**config.mk**
```make
export PLATFORM = sky130hd
export DESIGN_NAME = conv_top
export DESIGN_NICKNAME = d
export VERILOG_FILES = /design/src/source/conv_pkg.sv /design/src/source/bcd2bin.sv /design/src/source/bin2bcd.sv /design/src/source/conv_dispatch.sv /design/src/source/result_arbiter.sv /design/src/source/conv_top.sv
export SDC_FILE = /design/constraint.sdc
export NUM_CORES = 1
export LEC_CHECK = 0
export BUFFER_PORTS_ARGS = -buffer_cell sky130_fd_sc_hd__buf_2
export CORE_ASPECT_RATIO = 1.25
export CORE_MARGIN = 2
export CORE_UTILIZATION = 50
export DETAILED_ROUTE_END_ITERATION = 6
export PLACE_DENSITY = 0.76
export RECOVER_POWER = 25
export SYNTH_ARGS = -nofsm -noshare
export SYNTH_HDL_FRONTEND = slang
export SYNTH_SLANG_ARGS = --single-unit
```
**constraint.sdc**
```tcl
create_clock -name iCLK -period 1.9 [get_ports iCLK]
set_input_delay 0.19 -clock iCLK [delete_from_list [all_inputs] [get_ports iCLK]]
set_output_delay 0.19 -clock iCLK [all_outputs]
set_load 0.02 [all_outputs]
```
**src/source/conv_pkg.sv**
```systemverilog
package conv_pkg;

	// ****************************************
	// widths and limits of the 4-digit format

	localparam int TAG_W     = 4;
	localparam int OPERAND_W = 16;
	localparam int BIN_W     = 14;
	localparam int ITER_W    = 4;

	localparam logic [ITER_W-1:0]    CONV_ITER = 4'd14; // shift steps per conversion
	localparam logic [OPERAND_W-1:0] BCD_MAX   = 16'd9999;
	localparam logic [3:0]           DIGIT_MAX = 4'd9;

	// ****************************************
	// opcodes and engine states

	typedef enum logic [1:0] {
		OP_NONE    = 2'd0,
		OP_BCD2BIN = 2'd1,
		OP_BIN2BCD = 2'd2,
		OP_RSVD    = 2'd3
	} conv_op_e;

	typedef enum logic [1:0] {
		ST_IDLE = 2'd0,
		ST_OP   = 2'd1,
		ST_DONE = 2'd2
	} eng_state_e;

	// ****************************************
	// command and result words

	typedef struct packed {
		conv_op_e             op;
		logic [TAG_W-1:0]     tag;
		logic [OPERAND_W-1:0] operand; // digits msd first, or binary in low bits
	} conv_cmd_t;

	typedef struct packed {
		conv_op_e             op;
		logic [TAG_W-1:0]     tag;
		logic [OPERAND_W-1:0] value;
		logic                 err;     // operand could not be converted
	} conv_res_t;

endpackage

```
**src/source/bcd2bin.sv**
```systemverilog
`timescale 1ns/100ps

module bcd2bin
	(
		input  logic                iCLK,
		input  logic                iRESET,
		input  logic                start,
		input  conv_pkg::conv_cmd_t cmd,
		input  logic                grant,
		output logic                ready,
		output logic                req,
		output conv_pkg::conv_res_t res
	);

	import conv_pkg::*;

	eng_state_e        state_reg, state_next;
	logic [ITER_W-1:0] n_reg, n_next;
	logic [BIN_W-1:0]  bin_reg, bin_next;
	logic [3:0][3:0]   bcd_reg, bcd_next, bcd_tmp;
	conv_op_e          op_reg;
	logic [TAG_W-1:0]  tag_reg;
	logic              err_reg;
	logic              digit_bad;

	always_ff @(posedge iCLK, posedge iRESET)
		if (iRESET)
		begin
			state_reg <= ST_IDLE;
			n_reg     <= '0;
		end
		else
		begin
			state_reg <= state_next;
			n_reg     <= n_next;
		end

	always_ff @(posedge iCLK)
	begin
		bin_reg <= bin_next;
		bcd_reg <= bcd_next;
		if (start && state_reg == ST_IDLE)
		begin
			op_reg  <= cmd.op;
			tag_reg <= cmd.tag;
			err_reg <= digit_bad;
		end
	end

	always_comb
	begin
		digit_bad = 1'b0;
		for (int i = 0; i < 4; i++)
			if (cmd.operand[4*i +: 4] > DIGIT_MAX)
				digit_bad = 1'b1;
	end

	// shift all digits right by one, lsb of each digit drops into the next
	always_comb
	begin
		for (int i = 0; i < 3; i++)
			bcd_tmp[i] = {bcd_reg[i+1][0], bcd_reg[i][3:1]};
		bcd_tmp[3] = {1'b0, bcd_reg[3][3:1]};
	end

	always_comb
	begin
		state_next = state_reg;
		n_next     = n_reg;
		bin_next   = bin_reg;
		bcd_next   = bcd_reg;
		case (state_reg)
			ST_IDLE:
				if (start)
				begin
					bcd_next   = cmd.operand;
					bin_next   = '0;
					n_next     = CONV_ITER;
					state_next = digit_bad ? ST_DONE : ST_OP; // bad digit skips the shifts
				end
			ST_OP:
			begin
				bin_next = {bcd_reg[0][0], bin_reg[BIN_W-1:1]};
				for (int i = 0; i < 3; i++)
					bcd_next[i] = (bcd_tmp[i] > 4'd7) ? bcd_tmp[i] - 4'd3 : bcd_tmp[i];
				bcd_next[3] = bcd_tmp[3];
				n_next      = n_reg - 1'b1;
				if (n_reg == ITER_W'(1))
					state_next = ST_DONE;
			end
			ST_DONE:
				if (grant)
					state_next = ST_IDLE; // result taken by the arbiter
			default: state_next = ST_IDLE;
		endcase
	end

	assign ready = (state_reg == ST_IDLE);
	assign req   = (state_reg == ST_DONE);

	always_comb
	begin
		res.op    = op_reg;
		res.tag   = tag_reg;
		res.value = {{(OPERAND_W-BIN_W){1'b0}}, bin_reg}; // zero when flagged
		res.err   = err_reg;
	end

endmodule

```
**src/source/bin2bcd.sv**
```systemverilog
`timescale 1ns/100ps

module bin2bcd
	(
		input  logic                iCLK,
		input  logic                iRESET,
		input  logic                start,
		input  conv_pkg::conv_cmd_t cmd,
		input  logic                grant,
		output logic                ready,
		output logic                req,
		output conv_pkg::conv_res_t res
	);

	import conv_pkg::*;

	eng_state_e        state_reg, state_next;
	logic [ITER_W-1:0] n_reg, n_next;
	logic [BIN_W-1:0]  bin_reg, bin_next;
	logic [3:0][3:0]   bcd_reg, bcd_next, bcd_adj;
	conv_op_e          op_reg;
	logic [TAG_W-1:0]  tag_reg;
	logic              err_reg;
	logic              range_bad;

	always_ff @(posedge iCLK, posedge iRESET)
		if (iRESET)
		begin
			state_reg <= ST_IDLE;
			n_reg     <= '0;
		end
		else
		begin
			state_reg <= state_next;
			n_reg     <= n_next;
		end

	always_ff @(posedge iCLK)
	begin
		bin_reg <= bin_next;
		bcd_reg <= bcd_next;
		if (start && state_reg == ST_IDLE)
		begin
			op_reg  <= cmd.op;
			tag_reg <= cmd.tag;
			err_reg <= range_bad;
		end
	end

	assign range_bad = (cmd.operand > BCD_MAX); // also catches the upper operand bits

	// add 3 to every digit at or above 5 before the shift
	always_comb
		for (int i = 0; i < 4; i++)
			bcd_adj[i] = (bcd_reg[i] >= 4'd5) ? bcd_reg[i] + 4'd3 : bcd_reg[i];

	always_comb
	begin
		state_next = state_reg;
		n_next     = n_reg;
		bin_next   = bin_reg;
		bcd_next   = bcd_reg;
		case (state_reg)
			ST_IDLE:
				if (start)
				begin
					bcd_next   = '0;
					bin_next   = range_bad ? '0 : cmd.operand[BIN_W-1:0];
					n_next     = CONV_ITER;
					state_next = range_bad ? ST_DONE : ST_OP;
				end
			ST_OP:
			begin
				bcd_next = {bcd_adj[3][2:0], bcd_adj[2], bcd_adj[1], bcd_adj[0],
					bin_reg[BIN_W-1]};                   // msb of binary enters digit 0
				bin_next = {bin_reg[BIN_W-2:0], 1'b0};
				n_next   = n_reg - 1'b1;
				if (n_reg == ITER_W'(1))
					state_next = ST_DONE;
			end
			ST_DONE:
				if (grant)
					state_next = ST_IDLE;
			default: state_next = ST_IDLE;
		endcase
	end

	assign ready = (state_reg == ST_IDLE);
	assign req   = (state_reg == ST_DONE);

	always_comb
	begin
		res.op    = op_reg;
		res.tag   = tag_reg;
		res.value = bcd_reg;
		res.err   = err_reg;
	end

endmodule

```
**src/source/conv_dispatch.sv**
```systemverilog
`timescale 1ns/100ps

module conv_dispatch
	(
		input  logic                iCLK,
		input  logic                iRESET,
		input  logic                cmd_valid,
		input  conv_pkg::conv_cmd_t cmd,
		input  logic                bcd_ready,
		input  logic                bin_ready,
		output logic                bcd_start,
		output logic                bin_start,
		output conv_pkg::conv_cmd_t eng_cmd,
		output logic                cmd_reject
	);

	import conv_pkg::*;

	logic bcd_free, bin_free;
	logic bcd_hit, bin_hit;

	// an engine is still idle while its start is out, so count it busy
	assign bcd_free = bcd_ready && !bcd_start;
	assign bin_free = bin_ready && !bin_start;

	always_comb
	begin
		bcd_hit = 1'b0;
		bin_hit = 1'b0;
		case (cmd.op)
			OP_BCD2BIN: bcd_hit = bcd_free;
			OP_BIN2BCD: bin_hit = bin_free;
			default:                     // OP_NONE and OP_RSVD
			begin
				bcd_hit = 1'b0;
				bin_hit = 1'b0;
			end
		endcase
	end

	always_ff @(posedge iCLK, posedge iRESET)
		if (iRESET)
		begin
			bcd_start  <= 1'b0;
			bin_start  <= 1'b0;
			cmd_reject <= 1'b0;
		end
		else
		begin
			bcd_start  <= cmd_valid && bcd_hit;
			bin_start  <= cmd_valid && bin_hit;
			cmd_reject <= cmd_valid && !(bcd_hit || bin_hit);
		end

	always_ff @(posedge iCLK)
		if (cmd_valid)
			eng_cmd <= cmd;

endmodule

```
**src/source/result_arbiter.sv**
```systemverilog
`timescale 1ns/100ps

module result_arbiter
	(
		input  logic                iCLK,
		input  logic                iRESET,
		input  logic                bcd_req,
		input  conv_pkg::conv_res_t bcd_res,
		input  logic                bin_req,
		input  conv_pkg::conv_res_t bin_res,
		output logic                bcd_grant,
		output logic                bin_grant,
		output logic                res_valid,
		output conv_pkg::conv_res_t res
	);

	logic prio_bin; // set when bin2bcd wins a tie

	// ****************************************
	// combinational round-robin grant

	assign bcd_grant = bcd_req && (!bin_req || !prio_bin);
	assign bin_grant = bin_req && (!bcd_req || prio_bin);

	// ****************************************
	// pointer and result bus

	always_ff @(posedge iCLK, posedge iRESET)
		if (iRESET)
		begin
			prio_bin  <= 1'b0;
			res_valid <= 1'b0;
		end
		else
		begin
			if (bcd_grant)
				prio_bin <= 1'b1;        // winner drops to low priority
			else if (bin_grant)
				prio_bin <= 1'b0;
			res_valid <= bcd_grant || bin_grant;
		end

	always_ff @(posedge iCLK)
		if (bcd_grant)
			res <= bcd_res;
		else if (bin_grant)
			res <= bin_res;

endmodule

```
**src/source/conv_top.sv**
```systemverilog
`timescale 1ns/100ps

module conv_top
	(
		input  logic                iCLK,
		input  logic                iRESET,
		input  logic                cmd_valid,
		input  conv_pkg::conv_cmd_t cmd,
		output logic                cmd_reject,
		output logic                bcd_ready,
		output logic                bin_ready,
		output logic                res_valid,
		output conv_pkg::conv_res_t res
	);

	import conv_pkg::*;

	conv_cmd_t eng_cmd;
	conv_res_t bcd_res, bin_res;
	logic      bcd_start, bin_start;
	logic      bcd_req, bin_req;
	logic      bcd_grant, bin_grant;

	conv_dispatch i_dispatch
		(
			.iCLK(iCLK), .iRESET(iRESET),
			.cmd_valid(cmd_valid), .cmd(cmd),
			.bcd_ready(bcd_ready), .bin_ready(bin_ready),
			.bcd_start(bcd_start), .bin_start(bin_start),
			.eng_cmd(eng_cmd), .cmd_reject(cmd_reject)
		);

	bcd2bin i_bcd2bin
		(
			.iCLK(iCLK), .iRESET(iRESET),
			.start(bcd_start), .cmd(eng_cmd), .grant(bcd_grant),
			.ready(bcd_ready), .req(bcd_req), .res(bcd_res)
		);

	bin2bcd i_bin2bcd
		(
			.iCLK(iCLK), .iRESET(iRESET),
			.start(bin_start), .cmd(eng_cmd), .grant(bin_grant),
			.ready(bin_ready), .req(bin_req), .res(bin_res)
		);

	result_arbiter i_arbiter
		(
			.iCLK(iCLK), .iRESET(iRESET),
			.bcd_req(bcd_req), .bcd_res(bcd_res),
			.bin_req(bin_req), .bin_res(bin_res),
			.bcd_grant(bcd_grant), .bin_grant(bin_grant),
			.res_valid(res_valid), .res(res)
		);

endmodule

```
==> results by group <==
Floorplan
  – Die ar.: around 12,000 µm²
  – Chip height: ~120 µm
  – FP Rows: between 40 and 50
  – Placeable Area: 11,100 µm²
  – Starting Density: 0.514
  – Die width: ~99 µm
  – I/O pins: 52

Drt
  – Drt drc: 0
  – Routed wire length: between 10,000 and 15,000 µm
  – Router iterations before antenna repair: 4
  – Via count: 3,498
  – First DRT Iteration DRCs: between 150 and 200
  – DR vias/cell: 5.30
  – Routed Antenna Nets: 0
  – DR WL/cell: 15.9 µm

Timing
  – Final min period: 1.71 ns
  – Slew HR: 0.162
  – Final Cycle Share: 0.902
  – Clock skew: slightly below 0.008 ns
  – Hold Vio Cnt, Final: 0
  – Setup TNS: 0 ns
  – Slew @ Worst Pin: 1.26 ns
  – RSZ-0062 raised after global routing: false
  – F_max: 583 MHz
  – Final setup vio count: 0
  – Max-slew violation count: 0

Clock tree
  – Clock tree buffer depth: 2
  – Worst-Skew Late Latency: ~0.42 ns
  – # clock sinks: approximately 140
  – Worst-path clk slew: 0.06 ns
  – Setup Fix Bufs, Post-CTS: 0
  – TritonCTS clock tree: yes
  – CTS Buf Count: 17
  – Htree depth: 4
  – Root Driver: clkbuf_16

Worst setup path
  – CP Data Arrival Time: about 1.8 ns
  – Critical Path RT: 2.02 ns
  – Setup CP Type: reg -> reg
  – Setup crit end kind: flip-flop
  – Critical Path Fanout Max: 13
  – Reg2Reg Depth: 3
  – CP startpoint kind: flip-flop

Cells and area
  – Sequential Area: 3980 µm²
  – Largest Register: i_arbiter.res
  – Number of antenna diodes: 0
  – Area of the multi-input gates: ~1600 µm²
  – Fillers: 831
  – Count of non-filler cells in the finished layout: 660
  – Post-Layout Inst Area: between 6000 and 7000 µm²
  – Commonest non-fill, non-tap cell in the layout: edfxtp_1
  – Area Overhead vs Synth: 20.4%
  – Most frequent cells in the layout: 117 x edfxtp_1, 62 x nand2_1, 47 x buf_2
  – Largest register FFs: 23
  – Layout cell share with drive strength beyond 1: 0.168
  – Nets: 552
  – Biggest regs: i_arbiter.res (23), i_dispatch.eng_cmd (22)

Placed design
  – Port Buffer Count: 51
  – Placed inst area: 6100 µm²
  – Placed Cells: 605
  – Detailed Place HPWL: 6670 µm
  – Gp weighted congestion: 0.773

Logic synthesis
  – Avg Inst Size Synth: 13.4 µm²
  – Syn Nets: 466
  – Synth warn: 0
  – Register bit count reported by yosys: 136
  – Yosys cell types: 39
  – Cell count after synthesis: ~430
  – Register area share after synthesis: 0.699
  – Mapped cell area: 5690 µm²

Global route
  – Maximum number of pins on one net before global-route repair: 30
  – Initial antenna violation count: 0
  – First-pass GRT wire length: 17,200 µm
  – Total Routing Usage GR: 0.186
  – Gr ovfl total: 0
  – Vias in the first global route: 3,673

Outcome
  – Status: finished, final reports clean

Power
  – Pleak: 2.67 nW
  – Worst vdd ir: roughly 0.80 mV
  – Power per Cell Area: 1400 nW/µm²

Flow run
  – Max-cap violations: 0

Hold path
  – Hold WC Path Type: in -> async
==> cell usage after synthesis, drive strengths merged <==
| cell | count | share of area |
|---|---|---|
| a211oi | 6 | 0.0079 |
| a21o | 1 | 0.0013 |
| a21oi | 14 | 0.012 |
| a221o | 2 | 0.0035 |
| a22o | 23 | 0.035 |
| a31oi | 2 | 0.0022 |
| and2 | 17 | 0.019 |
| and2b | 1 | 0.0013 |
| and3 | 1 | 0.0011 |
| buf | 15 | 0.015 |
| clkbuf | 1 | 0.00066 |
| dfrtp | 17 | 0.075 |
| dfxtp | 2 | 0.0070 |
| edfxtp | 117 | 0.62 |
| ha | 15 | 0.033 |
| inv | 18 | 0.012 |
| mux2i | 3 | 0.0053 |
| nand2 | 63 | 0.042 |
| nand2b | 8 | 0.0092 |
| nand3 | 2 | 0.0018 |
| nand4 | 2 | 0.0022 |
| nand4bb | 1 | 0.0020 |
| nor2 | 19 | 0.013 |
| nor2b | 8 | 0.0088 |
| nor3 | 8 | 0.0079 |
| nor3b | 2 | 0.0026 |
| nor4 | 3 | 0.0033 |
| o21a | 1 | 0.0013 |
| o21ai | 38 | 0.033 |
| o21ba | 1 | 0.0018 |
| o22ai | 2 | 0.0022 |
| xnor2 | 10 | 0.015 |
| xor2 | 3 | 0.0046 |
==> worst max-delay path: stages (launching register included) <==
cell and delay [ns]:
edfxtp_1 0.40, nand4_1 0.14, o21ai_1 0.69, o21ai_0 0.19
==> power by group <==
group	total [mW]	leakage [nW]	internal (mW)	switching, mW
combinational	2.14	1.08	0.805	1.33
sequential	4.56	1.33	4.14	0.418
clock	2.92	0.257	1.77	1.15
total	9.62	2.67	6.72	2.90
==> per-layer routing <==
metal | vias up | GRT usage | part of all wire
met2 | 77 | 0.343 | 0.55
met5 | - | 0 | 0
met4 | 0 | 0.0693 | 0.015
met1 | 1690 | 0.203 | 0.39
met3 | 18 | 0.0520 | 0.036
li1 | 1713 | - | -
==> path summary, 6_finish.rpt <==
kind	endpoint	slack, ns	start
min	i_dispatch.bin_start	0.45	iRESET
min reg2reg	i_bin2bcd.op_reg[0]	0.45	i_dispatch.eng_cmd[20]
max	i_bin2bcd.bin_reg[13]	0.19	i_dispatch.eng_cmd[9]
min in group iCLK	i_bin2bcd.op_reg[0]	0.45	i_dispatch.eng_cmd[20]
max in group asynchronous	i_bin2bcd.n_reg[3]	1.00	iRESET
max reg2reg	i_bin2bcd.bin_reg[13]	0.19	i_dispatch.eng_cmd[9]
==> cell type report <==
cell class              instances  area share
well taps                     135      0.0247
clock buffers                  21      0.0643
multi-input cells             256       0.228
inverters                      18     0.00986
flip-flops and latches        136       0.581
repair buffers                 83      0.0800
clock inverters                11      0.0121
==> through the flow <==
step,power [mW],utilization,setup slack (ns),hold slack [ns]
floorplan,6.04,-,0.170,0.116
global placement,6.54,0.550,0.168,0.316
detailed placement,6.70,0.550,0.116,0.327
CTS,9.67,0.618,0.0887,0.273
global route,10.1,0.618,0.0181,0.467
finish,9.62,0.618,0.185,0.447
==> cells by family (layout without fill, tap and decap cells) <==
logic type / Yosys count / count (layout) / synth area share
AND/OR/NAND/NOR: 135 / 135 / 0.114
multiplexers: 3 / 3 / 0.00528
XOR/XNOR: 13 / 13 / 0.0200
adder cells (fa/ha/maj): 15 / 15 / 0.0330
flip-flops: 136 / 136 / 0.699
AO/OA/AOI/OAI: 90 / 90 / 0.101
buffers and inverters: 34 / 133 / 0.0275
==> repair_timing <==
item                       in CTS  in global routing
resized for setup               0                  1
hold buffers                   23                  0
hold endpoints to repair       39                  0
setup endpoints to repair       0                 21
No activity file was read; power rests on OpenSTA's default activity.
